--- src/hdl/credit_link_settings.svh ---
// Credit link settings: payload width, credit limit, receiver depth and link register option.
`ifndef CREDIT_LINK_SETTINGS_SVH
`define CREDIT_LINK_SETTINGS_SVH

// Payload bits carried by every flit, not counting the last marker.
`define CL_DATA_WIDTH 16

// Largest number of credits the sender counter can hold.
`define CL_MAX_CREDIT 8

// Number of flit entries in the receiver buffer.
// This must be at least CL_MAX_CREDIT, or a full set of credits could overflow the buffer.
`define CL_RECV_DEPTH 8

// Set to 1 to put a register stage on the sender's link outputs.
// With 0 the link is driven straight from the push handshake.
`define CL_REGISTER_POP 0

`endif

--- src/hdl/credit_link_pkg.sv ---
// Credit link package holding the flit, credit count and credit configuration types.
`default_nettype none

`include "credit_link_settings.svh"

package credit_link_pkg;

  // Bits needed to count from zero up to and including the maximum credit.
  localparam int CREDIT_WIDTH = $clog2(`CL_MAX_CREDIT + 1);

  // One flit on the push, link and pop sides.
  // The last bit marks the final flit of a message and travels with the payload.
  typedef struct packed {
    logic [`CL_DATA_WIDTH-1:0] data;
    logic                      last;
  } flit_t;

  // Unsigned credit count, 0 through CL_MAX_CREDIT.
  typedef logic [CREDIT_WIDTH-1:0] credit_t;

  // Credit setup for the sender.
  // The initial value is loaded while the sender is in reset.
  // The withhold amount is live and keeps part of the credit out of circulation.
  typedef struct packed {
    credit_t credit_initial;
    credit_t credit_withhold;
  } credit_cfg_t;

endpackage : credit_link_pkg

`default_nettype wire

--- src/hdl/credit_counter.sv ---
// Credit counter with reset load, live withhold and a one-step up/down update each cycle.
`timescale 1ns/1ns
`default_nettype none

`include "credit_link_settings.svh"

module credit_counter (
  input  logic                        clk,
  input  logic                        rst,
  input  logic                        incr_valid,
  input  logic                        decr_valid,
  output logic                        decr_ready,
  input  credit_link_pkg::credit_cfg_t cfg,
  output credit_link_pkg::credit_t    value,
  output credit_link_pkg::credit_t    available
);

  // ------------------------------------------------------------
  // Available credit
  // ------------------------------------------------------------

  // Withheld credits are taken off the top of the stored count.
  // When the withhold is larger than the count nothing is available.
  always_comb begin
    if (value > cfg.credit_withhold) begin
      available = value - cfg.credit_withhold;
    end else begin
      available = '0;
    end
  end

  // A decrement is granted when a credit is on hand.
  // A credit that comes back this cycle can also be spent right away, so an
  // increment alone is enough to grant it.
  assign decr_ready = (available != '0) || incr_valid;

  // ------------------------------------------------------------
  // Count register
  // ------------------------------------------------------------

  logic decr_fire;
  logic at_max;

  assign decr_fire = decr_valid && decr_ready;

  // Returned credits beyond the maximum are not stored.
  assign at_max = (value == credit_link_pkg::credit_t'(`CL_MAX_CREDIT));

  // In reset the initial value is loaded every cycle and returned credits are dropped.
  // Otherwise the count moves by at most one.
  // An increment and a decrement in the same cycle leave the count where it is.
  always_ff @(posedge clk) begin
    if (rst) begin
      value <= cfg.credit_initial;
    end else if (incr_valid && !decr_fire) begin
      if (!at_max) begin
        value <= value + 1'b1;
      end
    end else if (decr_fire && !incr_valid) begin
      value <= value - 1'b1;
    end
  end

endmodule : credit_counter

`default_nettype wire

--- src/hdl/credit_link_top.sv ---
// Credit link top level connecting the reset controller, sender and receiver.
`timescale 1ns/1ns
`default_nettype none

`include "credit_link_settings.svh"

module credit_link_top (
  input  logic                        clk,
  input  logic                        rst,
  input  logic                        rx_rst,
  input  logic                        push_valid,
  input  credit_link_pkg::flit_t      push_flit,
  output logic                        push_ready,
  output logic                        pop_valid,
  output credit_link_pkg::flit_t      pop_flit,
  input  logic                        pop_ready,
  input  credit_link_pkg::credit_cfg_t credit_cfg,
  output credit_link_pkg::credit_t    credit_count,
  output credit_link_pkg::credit_t    credit_available,
  output logic                        link_up
);

  // ------------------------------------------------------------
  // Internal link
  // ------------------------------------------------------------

  logic                   sender_rst;
  logic                   receiver_rst;
  logic                   link_valid;
  credit_link_pkg::flit_t link_flit;
  logic                   link_credit;

  // Both side resets are joined here before they reach the two ends.
  link_reset_ctrl i_reset_ctrl (
    .clk          (clk),
    .rst          (rst),
    .rx_rst       (rx_rst),
    .sender_rst   (sender_rst),
    .receiver_rst (receiver_rst),
    .link_up      (link_up)
  );

  // Sender end.
  credit_sender #(
    .register_pop (1'(`CL_REGISTER_POP))
  ) i_sender (
    .clk              (clk),
    .rst              (sender_rst),
    .push_valid       (push_valid),
    .push_flit        (push_flit),
    .push_ready       (push_ready),
    .link_credit      (link_credit),
    .link_valid       (link_valid),
    .link_flit        (link_flit),
    .cfg              (credit_cfg),
    .credit_count     (credit_count),
    .credit_available (credit_available)
  );

  // Receiver end, the link has no ready since credit already guarantees room.
  credit_receiver i_receiver (
    .clk         (clk),
    .rst         (receiver_rst),
    .link_valid  (link_valid),
    .link_flit   (link_flit),
    .link_credit (link_credit),
    .pop_valid   (pop_valid),
    .pop_flit    (pop_flit),
    .pop_ready   (pop_ready)
  );

endmodule : credit_link_top

`default_nettype wire

--- src/hdl/credit_receiver.sv ---
// Credit receiver buffering link flits in a FIFO and returning one credit per popped flit.
`timescale 1ns/1ns
`default_nettype none

`include "credit_link_settings.svh"

module credit_receiver (
  input  logic                   clk,
  input  logic                   rst,
  input  logic                   link_valid,
  input  credit_link_pkg::flit_t link_flit,
  output logic                   link_credit,
  output logic                   pop_valid,
  output credit_link_pkg::flit_t pop_flit,
  input  logic                   pop_ready
);

  localparam int DEPTH     = `CL_RECV_DEPTH;
  localparam int PTR_WIDTH = $clog2(DEPTH);
  localparam int CNT_WIDTH = $clog2(DEPTH + 1);

  typedef logic [PTR_WIDTH-1:0] ptr_t;
  typedef logic [CNT_WIDTH-1:0] cnt_t;

  // Storage for the buffered flits.
  credit_link_pkg::flit_t mem [DEPTH];

  ptr_t wr_ptr;
  ptr_t rd_ptr;
  ptr_t wr_idx;
  cnt_t count;
  logic pop_fire;

  // Step a pointer by one, wrapping at the last entry.
  // The explicit wrap keeps depths that are not a power of two working.
  function automatic ptr_t ptr_next(input ptr_t ptr);
    ptr_t nxt;
    if (ptr == ptr_t'(DEPTH - 1)) begin
      nxt = '0;
    end else begin
      nxt = ptr + 1'b1;
    end
    return nxt;
  endfunction

  // ------------------------------------------------------------
  // Pop side
  // ------------------------------------------------------------

  // The head entry is shown whenever the buffer holds something.
  // While this side is in reset nothing is offered.
  assign pop_valid = !rst && (count != '0);
  assign pop_flit  = mem[rd_ptr];
  assign pop_fire  = pop_valid && pop_ready;

  // ------------------------------------------------------------
  // Buffer write
  // ------------------------------------------------------------

  // The sender can leave reset one cycle before this side does, so a flit that
  // arrives during reset is kept in entry 0 while the pointers are cleared.
  assign wr_idx = rst ? '0 : wr_ptr;

  // The link has no ready, so every link flit is written.
  always_ff @(posedge clk) begin
    if (link_valid) begin
      mem[wr_idx] <= link_flit;
    end
  end

  // ------------------------------------------------------------
  // Pointers, occupancy and credit return
  // ------------------------------------------------------------

  always_ff @(posedge clk) begin
    if (rst) begin
      rd_ptr      <= '0;
      wr_ptr      <= link_valid ? ptr_t'(1) : '0;
      count       <= link_valid ? cnt_t'(1) : '0;
      link_credit <= 1'b0;
    end else begin
      if (link_valid) begin
        wr_ptr <= ptr_next(wr_ptr);
      end
      if (pop_fire) begin
        rd_ptr <= ptr_next(rd_ptr);
      end
      // A write and a pop together leave the occupancy unchanged.
      if (link_valid && !pop_fire) begin
        count <= count + 1'b1;
      end else if (pop_fire && !link_valid) begin
        count <= count - 1'b1;
      end
      // One credit goes back, a cycle later, for each entry that is freed.
      link_credit <= pop_fire;
    end
  end

endmodule : credit_receiver

`default_nettype wire

--- src/hdl/credit_sender.sv ---
// Credit sender turning a ready/valid push stream into a credit-controlled link stream.
`timescale 1ns/1ns
`default_nettype none

module credit_sender #(
  // Set to 1 to register link_valid and link_flit.
  parameter bit register_pop = 1'b0
) (
  input  logic                        clk,
  input  logic                        rst,
  input  logic                        push_valid,
  input  credit_link_pkg::flit_t      push_flit,
  output logic                        push_ready,
  input  logic                        link_credit,
  output logic                        link_valid,
  output credit_link_pkg::flit_t      link_flit,
  input  credit_link_pkg::credit_cfg_t cfg,
  output credit_link_pkg::credit_t    credit_count,
  output credit_link_pkg::credit_t    credit_available
);

  logic decr_ready;
  logic send;

  // ------------------------------------------------------------
  // Credit tracking
  // ------------------------------------------------------------

  // Each returned credit is an increment, and each flit sent is a decrement.
  // The counter only spends a credit when its grant and push_valid are both high,
  // which is exactly the push handshake below.
  credit_counter i_counter (
    .clk        (clk),
    .rst        (rst),
    .incr_valid (link_credit),
    .decr_valid (push_valid),
    .decr_ready (decr_ready),
    .cfg        (cfg),
    .value      (credit_count),
    .available  (credit_available)
  );

  // No flit is taken while this side is in reset.
  // Outside reset the counter's grant decides, so a credit returned this cycle
  // can carry a flit in the same cycle.
  assign push_ready = !rst && decr_ready;

  // A flit goes out on the link for every push handshake.
  assign send = push_valid && push_ready;

  // ------------------------------------------------------------
  // Link outputs
  // ------------------------------------------------------------

  if (register_pop) begin : gen_reg_link
    // One cycle from push to link.
    // The flit register only loads on a send, so it holds between flits.
    always_ff @(posedge clk) begin
      if (rst) begin
        link_valid <= 1'b0;
      end else begin
        link_valid <= send;
      end
    end

    always_ff @(posedge clk) begin
      if (send) begin
        link_flit <= push_flit;
      end
    end
  end else begin : gen_pass_link
    // Cut-through, the push handshake drives the link in the same cycle.
    assign link_valid = send;
    assign link_flit  = push_flit;
  end

endmodule : credit_sender

`default_nettype wire

--- src/hdl/link_reset_ctrl.sv ---
// Link reset controller joining both side resets and reporting when the link is up.
`timescale 1ns/1ns
`default_nettype none

module link_reset_ctrl (
  input  logic clk,
  input  logic rst,
  input  logic rx_rst,
  output logic sender_rst,
  output logic receiver_rst,
  output logic link_up
);

  // ------------------------------------------------------------
  // Reset handshake
  // ------------------------------------------------------------

  // Each side's reset is flopped once before it reaches the other side.
  // The extra cycle is harmless here and keeps the cross paths short.
  logic rst_q;
  logic rx_rst_q;

  always_ff @(posedge clk) begin
    rst_q    <= rst;
    rx_rst_q <= rx_rst;
  end

  // A reset on either side resets both sides.
  // Sender credits and the receiver buffer then restart together, so no
  // credit is lost or counted twice.
  assign sender_rst   = rst || rx_rst_q;
  assign receiver_rst = rx_rst || rst_q;

  // ------------------------------------------------------------
  // Link status
  // ------------------------------------------------------------

  // The link is up one cycle after both sides are out of reset.
  // It drops one cycle after either side enters reset.
  always_ff @(posedge clk) begin
    if (sender_rst || receiver_rst) begin
      link_up <= 1'b0;
    end else begin
      link_up <= 1'b1;
    end
  end

endmodule : link_reset_ctrl

`default_nettype wire

--- config.mk ---
export PLATFORM = sky130hd
export DESIGN_NAME = credit_link_top
export DESIGN_NICKNAME = d
export VERILOG_FILES = /design/src/hdl/credit_link_pkg.sv /design/src/hdl/credit_counter.sv /design/src/hdl/credit_link_top.sv /design/src/hdl/credit_receiver.sv /design/src/hdl/credit_sender.sv /design/src/hdl/link_reset_ctrl.sv
export VERILOG_INCLUDE_DIRS = /design/src /design/src/hdl
export SDC_FILE = /design/constraint.sdc
export NUM_CORES = 1
export LEC_CHECK = 0
export ABC_CLOCK_PERIOD_IN_PS = 10390
export BUFFER_PORTS_ARGS = -buffer_cell sky130_fd_sc_hd__buf_2
export CORE_MARGIN = 2
export CORE_UTILIZATION = 55
export CTS_CLUSTER_DIAMETER = 150
export CTS_CLUSTER_SIZE = 40
export DETAILED_ROUTE_END_ITERATION = 8
export PLACE_DENSITY = 0.75
export SYNTH_ARGS = -nofsm -noshare
export SYNTH_HDL_FRONTEND = slang
export SYNTH_SLANG_ARGS = --single-unit
--- constraint.sdc ---
create_clock -name clk -period 10.39 [get_ports clk]
set_input_delay 1.039 -clock clk [delete_from_list [all_inputs] [get_ports clk]]
set_output_delay 1.039 -clock clk [all_outputs]
set_load 0.02 [all_outputs]
==> results_dict.tcl, run 1 <==
set metrics [dict create \
    status "finished, violations left" \
    violations "DRC" \
    slowest_stage "o21ai_1" \
    ant_nets 0 \
    drc 4 \
    die_h_um 113.0 \
    wl_mm 11.19 \
    startpoint_type "input port" \
    holdCritPathClass "reg2reg" \
    synth_top_area_cell "edfxtp_1" \
    core_um2 11520 \
    die_area_um2 12760 \
    ir_drop_uv 84.34 \
    initial_utilization_pct 56.70 \
    post-dp-hpwl_mm 6.683 \
    tns_ns 0 \
    ys_types 37 \
    p_int_w 0.001182 \
    fillers 754 \
    slew_headroom_pct 22.89 \
    io_buffer_count 57 \
    clk_pin_slew_ns 0.06 \
    placedCellCount 532 \
    drive_above_1_share_pct 31.12 \
    place_congestion 0.8074 \
    cp_cell_sequence "buf_2 > ha_1 > inv_1 > fa_1 > nand3_1 > a21boi_1 > o21ai_1 > nor2_1 > buf_2" \
    crit_arrival_ns 3.28 \
    viasPerCell 5.794 \
    synth.net_count 385 \
    cpPeakStageDelay_ns 0.89 \
    critPathRequiredTime_ns 9.35 \
    crit_type "in2out" \
    drt-pass1-iter-count 7 \
    tightest_slew_ns 1.149 \
    fmax_mhz 231.4 \
    p_sw_share_pct 20.85 \
    drv_cap 0 \
    grt_pass1_vias 3437 \
    end_kind "output port" \
    ys_ff_latch 157 \
    ys_async_sr_fraction_pct 0 \
    antenna_cells 0 \
    yosysMostFrequentCell "edfxtp_1" \
    period_share_pct 41.60 \
    synth_ff_type "edfxtp_1" \
    clk_path_buf_depth 2 \
    drt_iter0_drc 231 \
    multiInputGateArea_um2 1832 \
    combPwrFrac_pct 8.3 \
    fin_crit_ns 4.322 \
    via_count 3268 \
    antenna_found_initial 0 \
    yosysTopAreaCellShare_pct 67.60 \
    rsz0062_at_grt "false" \
    syn_area_um2 6530 \
    path_max_fanout 13 \
    grt_max_degree 35 \
    cts_tree "built" \
    p_seq_share_pct 48.2 \
    synth-edff-count 147 \
    leakage_nw 2.661 \
    synth-seq-area-share_pct 70.66 \
    std_cell_rows 39 \
    fin_hold_ws_ns 0.5030 \
    final-seq-area_um2 4617 \
    io_pins 58 \
    hold_viol_final 0 \
    htreeDepth 4 \
    nets 454 \
    numCtsBuffers 17 \
    grt_pass1_wl_mm 17.77 \
    layout.cells.non_filler 564 \
    wl_per_cell_um 19.83 \
    die_w_um 113.0 \
    ys_top_cells_by_area "edfxtp_1 (68%), mux4_1 (9.7%), mux4_2 (3.4%)" \
    synth_common_cells "edfxtp_1 (147), mux4_1 (24), mux2_2 (17), ha_1 (13), nor2_1 (13)" \
    cts_hold_buf 0 \
    postSynthCellCount 339 \
    grt.total_usage_pct 18.83 \
    cts_sinks 157 \
    clock_latency_ns 0.41 \
    ys_warn_count 0 \
    grt_overflow 0 \
    switching_power_w 0.0003115 \
    powerDensity_nw_per_um2 195.4 \
    syn_to_final_growth_pct 17.05 \
    synth.avg_cell_area_um2 19.26 \
    root_buffer "clkbuf_16" \
    cts_resized 0 \
    finalSetupViolCount 0 \
    post_cts_buffers 0 \
    finClkSkew_ns 0.004694 \
    cpMostUsedCell "buf_2" \
    final_max_slew_viol_count 0 \
    power_frac_clock_pct 43.5 \
]
cell usage in the layout, fill, tap and decap left out, types with 8 or more instances in the layout:
master | Yosys | final
edfxtp_1 | 147 | 147
buf_2 | 2 | 57
mux4_1 | 24 | 24
mux2_2 | 17 | 17
clkbuf_16 | 0 | 17
nor2_1 | 13 | 13
ha_1 | 13 | 13
inv_1 | 11 | 11
nand2_1 | 11 | 11
mux4_2 | 10 | 10
nand3_1 | 9 | 9
dfxtp_1 | 10 | 8
buf_4 | 0 | 8
layer usage:
layer / global-route usage, % / vias to the layer above / routed length, um
met3: 5.249 / 15 / 462
met2: 32.09 / 74 / 5883
met1: 23.38 / 1657 / 4688
met4: 6.829 / 0 / 150
met5: 0 / - / 0
li1: - / 1522 / -
critical path: cells and delay by family:
kind / cells / cell delay (ns)
AOI/OAI and AO/OA: 2 / 0.99
adders and majority gates: 2 / 0.57
buffers and inverters: 3 / 0.35
and+or+nand+nor: 2 / 0.33
registers in the layout (all words and copies together) (netlist names), named ones only:
signal,cells
i_receiver.wr_ptr,3
i_receiver.mem,136
i_receiver.link_credit,1
i_reset_ctrl.link_up,1
i_sender.i_counter.value,4
i_receiver.rd_ptr,3
i_reset_ctrl.rx_rst_q,1
i_reset_ctrl.rst_q,1
i_receiver.count,4
logic make-up (layout without fill, tap and decap cells):
logic type / Yosys count / after routing / share of synthesized area, %
buffers and inverters: 26 / 108 / 2.012
AND/OR/NAND/NOR: 60 / 60 / 4.771
multiplexers: 51 / 51 / 16.04
flip-flops: 157 / 157 / 70.66
AO/OA/AOI/OAI: 20 / 20 / 1.897
adder cells (fa/ha/maj): 16 / 16 / 3.411
XOR/XNOR: 9 / 9 / 1.207
power groups by stage:
stage	clock network [W]	logic [W]	registers, W
2_1_floorplan	0	0.0000898	0.000727
3_3_place_gp	0	0.000119	0.000733
3_5_place_dp	0	0.000124	0.000734
4_1_cts	0.000661	0.000125	0.000720
5_1_grt	0.000686	0.000137	0.000722
6_report	0.000650	0.000124	0.000720
per-stage QoR:
stage	utilization, %	setup WS [ns]	cell area, um2	total power (W)
6_report	66.37	6.068	7644	0.001494
5_1_grt	66.37	5.932	7644	0.001545
4_1_cts	66.37	6.114	7644	0.001506
3_5_place_dp	60.91	5.949	7014	0.0008573
3_3_place_gp	60.91	6.133	7014	0.0008518
2_1_floorplan	-	6.129	6530	0.0008173
path summary, 6_finish.rpt:
kind | from | end | slack (ns) | depth (start not counted)
worst max-delay path | credit_cfg[0] | push_ready | 6.07 | 9
worst min-delay path | i_receiver.rd_ptr[0] | flop | 0.50 | 1
worst max register to register | i_sender.i_counter.value[0] | i_receiver.count[3] | 6.41 | 15
worst min register to register | i_receiver.rd_ptr[0] | flop | 0.50 | 1
final cells by class:
type / count / area share, %
flip-flops and latches: 157 / 60.40
clock buffers: 19 / 5.664
inverters: 11 / 0.5402
well taps: 143 / 2.341
clock inverters: 13 / 2.570
repair buffers: 65 / 4.518
multi-input cells: 156 / 23.96
(Power assumes the default switching activity.)
==> run 2, diff against run 1 <==
- ABC_CLOCK_PERIOD_IN_PS: 10390 -> 3750
- CORE_UTILIZATION: 55 -> 53
- clock period: 10.39 -> 3.75 ns (I/O delays scaled with it)
==> results_dict.tcl, run 2 (synthesized netlist as in run 1, its figures left out) <==
set metrics [dict create \
    antenna_found_initial 1 \
    holdCritPathClass "in2reg" \
    wl_per_cell_um 20.24 \
    clk_path_buf_depth 2 \
    largest_reg_flops 136 \
    tns_ns 0 \
    powerDensity_nw_per_um2 525.9 \
    final_max_slew_viol_count 0 \
    drt-pass1-iter-count 5 \
    status "finished clean" \
    root_buffer "clkbuf_16" \
    p_int_w 0.003150 \
    largest_registers "i_receiver.mem: 136 flops, i_receiver.count: 4 flops, i_sender.i_counter.value: 4 flops" \
    cts_sinks 157 \
    crit_family "adder cells" \
    die_h_um 115 \
    syn_to_final_growth_pct 18.16 \
    critPathRequiredTime_ns 3.92 \
    io_pins 58 \
    hold_viol_final 0 \
    ir_drop_uv 364.8 \
    switching_power_w 0.0009078 \
    combPwrFrac_pct 8.9 \
    slew_headroom_pct 34.34 \
    end_kind "flop" \
    fin_crit_ns 3.433 \
    power_frac_clock_pct 42.2 \
    grt_pass1_wl_mm 18.31 \
    crit_path_start "i_sender.i_counter.value[0]" \
    rsz0062_at_grt "false" \
    die_area_um2 13230 \
    cp_cell_sequence "inv_1 > ha_1 > inv_1 > fa_1 > nand4bb_1 > a211o_1 > nand3_1 > nor2_1 > ha_1 > inv_1 > ha_1 > a21o_1 > a21oi_1 > xnor2_1 > nor2_1" \
    cts_resized 0 \
    leakage_nw 2.695 \
    std_cell_rows 40 \
    slowest_stage "edfxtp_1" \
    final_common_cell "edfxtp_1" \
    finClkSkew_ns 0.005769 \
    initial_utilization_pct 54.36 \
    post_dp_cell_area_um2 7118 \
    min_from "rst" \
    path_max_fanout 6 \
    period_share_pct 91.53 \
    crit_type "reg2reg" \
    drive_above_1_share_pct 33.49 \
    via_count 3374 \
    die_w_um 115 \
    ant_nets 0 \
    crit_arrival_ns 3.61 \
    wl_mm 11.70 \
    nets 464 \
    post-dp-hpwl_mm 7.431 \
    clock_latency_ns 0.42 \
    startpoint_type "flop" \
    r2r_start "i_sender.i_counter.value[0]" \
    clk_pin_slew_ns 0.06 \
    stdcell_area_um2 7716 \
    grt_overflow 0 \
    grt_pass1_vias 3468 \
    tightest_slew_ns 0.9835 \
    mostFrequentLayoutCells "edfxtp_1 (147), buf_2 (57), mux4_1 (24)" \
    htreeDepth 4 \
    drv_cap 0 \
    place_congestion 0.8040 \
    finalSetupViolCount 0 \
    grt.total_usage_pct 19.24 \
    path_buf_inv 3 \
    cts_tree "built" \
    cts_hold_buf 0 \
    core_um2 12010 \
    grt_max_degree 35 \
    viasPerCell 5.837 \
    io_buffer_count 57 \
    p_seq_share_pct 48.9 \
    regMostFlops "i_receiver.mem" \
    drc 0 \
    drt_iter0_drc 368 \
    p_sw_share_pct 22.37 \
    numCtsBuffers 17 \
    cpPeakStageDelay_ns 0.47 \
    post_cts_buffers 0 \
    fmax_mhz 291.3 \
]
## run 2: power by group through the flow
stage               logic [W]  registers, W  clock network [W]
finish               0.000362       0.00198            0.00171
detailed placement   0.000362       0.00202                  0
global placement     0.000348       0.00202                  0
CTS                  0.000365       0.00199            0.00174
global route         0.000397       0.00199            0.00181
floorplan            0.000249       0.00202                  0
## run 2: final timing paths
kind / to / slack, ns / cells after the start
worst min register to register: flop / 0.50 / 1
worst max-delay path: i_receiver.count[3] / 0.32 / 15
worst min-delay path: i_reset_ctrl.rst_q / 0.08 / 1
worst max register to register: i_receiver.count[3] / 0.32 / 15
## run 2: layout make-up
| type | count | area (um2) |
|---|---|---|
| fill | 827 | 4295 |
| tap | 147 | 183.9 |
| multi-input combinational | 156 | 1832 |
| timing repair buffer | 75 | 445.4 |
| clock buffer | 17 | 425.4 |
| clock inverter | 14 | 170.2 |
| sequential | 157 | 4616 |
| inverter | 11 | 41.29 |
| antenna | 1 | 2.502 |
## run 2: per-stage QoR
step / power (W) / util, % / setup WS, ns / instances / hold WS (ns)
final: 0.004058 / 64.24 / 0.3175 / 578 / 0.07991
after global routing: 0.004195 / 64.22 / 0.07333 / 577 / 0.07148
after detailed placement: 0.002384 / 59.26 / 0.3320 / 546 / 0.4938
after floorplan: 0.002264 / - / -0.1197 / 339 / 0.4027
after CTS: 0.004085 / 64.22 / 0.3065 / 577 / 0.06107
after global placement: 0.002367 / 59.26 / 0.4833 / 546 / 0.4781
## run 2: worst reg2reg max path: stages (launching register included)
cell and delay [ns]:
edfxtp_1 0.47, inv_1 0.13, ha_1 0.17, inv_1 0.05, fa_1 0.46, nand4bb_1 0.20, a211o_1 0.29, nand3_1 0.22
nor2_1 0.08, ha_1 0.22, inv_1 0.12, ha_1 0.24, a21o_1 0.17, a21oi_1 0.17, xnor2_1 0.14, nor2_1 0.05
## run 2: routing by layer
metal / vias to the layer above / track usage [%] / wire [um]
li1: 1544 / - / -
met1: 1708 / 24.30 / 4993
met2: 109 / 31.96 / 5867
met3: 13 / 5.324 / 673
met4: 0 / 7.550 / 167
met5: - / 0 / 0
==> run 3, diff against run 2 <==
- ABC_CLOCK_PERIOD_IN_PS: 3750 -> 3850
- CORE_UTILIZATION: 53 -> 55
- clock period: 3.75 -> 3.85 ns (I/O delays scaled with it)
==> results_dict.tcl, run 3 (synthesized netlist as in run 1, its figures left out) <==
set metrics [dict create \
    io_buffer_count 57 \
    final-seq-area_um2 4616 \
    drt-pass1-iter-count 6 \
    grt.total_usage_pct 19.42 \
    stdcell_area_um2 7674 \
    post_cts_buffers 0 \
    drt_iter0_drc 216 \
    status "finished, violations left" \
    multiInputGateArea_um2 1832 \
    end_kind "flop" \
    layout.cells.non_filler 574 \
    regMostFlops "i_receiver.mem" \
    drive_above_1_share_pct 32.71 \
    slew_headroom_pct 33.28 \
    final_common_cell "edfxtp_1" \
    hold_viol_final 0 \
    numCtsBuffers 17 \
    power_frac_clock_pct 41.5 \
    period_share_pct 90.77 \
    tightest_slew_ns 0.9994 \
    cts_resized 0 \
    clk_pin_slew_ns 0.06 \
    placedCellCount 543 \
    r2r_slack_ns 0.36 \
    clk_path_buf_depth 2 \
    via_count 3314 \
    grt_pass1_wl_mm 17.93 \
    clock_latency_ns 0.41 \
    antenna_found_initial 1 \
    r2r_start "i_sender.i_counter.value[0]" \
    dp_worst_setup_slack_ns 0.3493 \
    fmax_mhz 286.1 \
    post-dp-hpwl_mm 7.269 \
    final_util_pct 66.63 \
    post_dp_cell_area_um2 7096 \
    syn_to_final_growth_pct 17.51 \
    grt_overflow 0 \
    grt_pass1_vias 3423 \
    cts_hold_buf 0 \
    switching_power_w 0.0008413 \
    powerDensity_nw_per_um2 508.3 \
    drv_cap 0 \
    crit_path_start "i_sender.i_counter.value[0]" \
    io_pins 58 \
    min_from "rst" \
    die_area_um2 12760 \
    viasPerCell 5.774 \
    nets 465 \
    mostFrequentLayoutCells "edfxtp_1 (147), buf_2 (57), mux4_1 (24)" \
    ant_nets 0 \
    cts_sinks 157 \
    initial_utilization_pct 56.70 \
    startpoint_type "flop" \
    antenna_cells 0 \
    die_w_um 113.0 \
    combPwrFrac_pct 8.9 \
    place_congestion 0.8118 \
    largest_reg_flops 136 \
    core_um2 11520 \
    cts_tree "built" \
    finalSetupViolCount 0 \
    htreeDepth 4 \
    path_max_fanout 6 \
    holdCritPathClass "in2reg" \
    fin_crit_ns 3.495 \
    root_buffer "clkbuf_16" \
    ir_drop_uv 273.4 \
    p_sw_share_pct 21.57 \
    p_int_w 0.003059 \
    fin_ws_ns 0.3553 \
    critPathRequiredTime_ns 4.02 \
    largest_registers "i_receiver.mem: 136 flops, i_receiver.count: 4 flops, i_sender.i_counter.value: 4 flops" \
    wl_per_cell_um 20.04 \
    final_max_slew_viol_count 0 \
    drc 4 \
    die_h_um 113.0 \
    p_seq_share_pct 49.6 \
    wl_mm 11.50 \
    grt_max_degree 35 \
    rsz0062_at_grt "false" \
    std_cell_rows 39 \
    finClkSkew_ns 0.006494 \
    violations "DRC" \
    crit_type "reg2reg" \
    crit_arrival_ns 3.66 \
    leakage_nw 2.693 \
    fillers 774 \
]
==> run 3: power by group through the flow <==
stage / sequential, W / combinational, W / clock [W]
after floorplan: 0.00196 / 0.000242 / 0
after global placement: 0.00197 / 0.000337 / 0
after detailed placement: 0.00197 / 0.000350 / 0
after CTS: 0.00193 / 0.000352 / 0.00165
after global routing: 0.00194 / 0.000383 / 0.00172
final: 0.00193 / 0.000349 / 0.00162
==> run 3: worst max-delay path, stage by stage, from the launching register on <==
cell and delay (ns):
edfxtp_1 0.47, inv_1 0.12, ha_1 0.15, inv_1 0.06, fa_1 0.48, nand4bb_1 0.22
a211o_1 0.30, nand3_1 0.23, nor2_1 0.08, ha_1 0.23, inv_1 0.12, ha_1 0.24
a21o_1 0.18, a21oi_1 0.18, xnor2_1 0.14, nor2_1 0.05
==> run 3: area by class of cell <==
class | instances | area share [%]
clock inverters | 13 | 1.940
multi-input cells | 156 | 23.87
well taps | 143 | 2.332
clock buffers | 18 | 5.593
inverters | 11 | 0.5381
flip-flops and latches | 157 | 60.15
repair buffers | 76 | 5.576
==> run 3: through the flow <==
stage	hold slack, ns	setup TNS (ns)	total power, W
final	0.09806	0	0.003900
after detailed placement	0.4843	0	0.002319
after global placement	0.4910	0	0.002304
after CTS	0.07878	0	0.003935
after floorplan	0.4127	-1.996	0.002206
after global routing	0.08905	0	0.004045
==> run 3: per-layer routing <==
metal	track usage (%)	part of all wire (%)
met1	23.38	43
met2	33.09	51
met3	6.213	4.8
met4	7.398	1.9
met5	0	0
==> run 3: worst paths after layout <==
kind                         endpoint  cells past startpoint
setup / recovery  i_receiver.count[3]                     15
hold / removal     i_reset_ctrl.rst_q                      1
setup reg to reg  i_receiver.count[3]                     15
hold reg to reg                  flop                      1
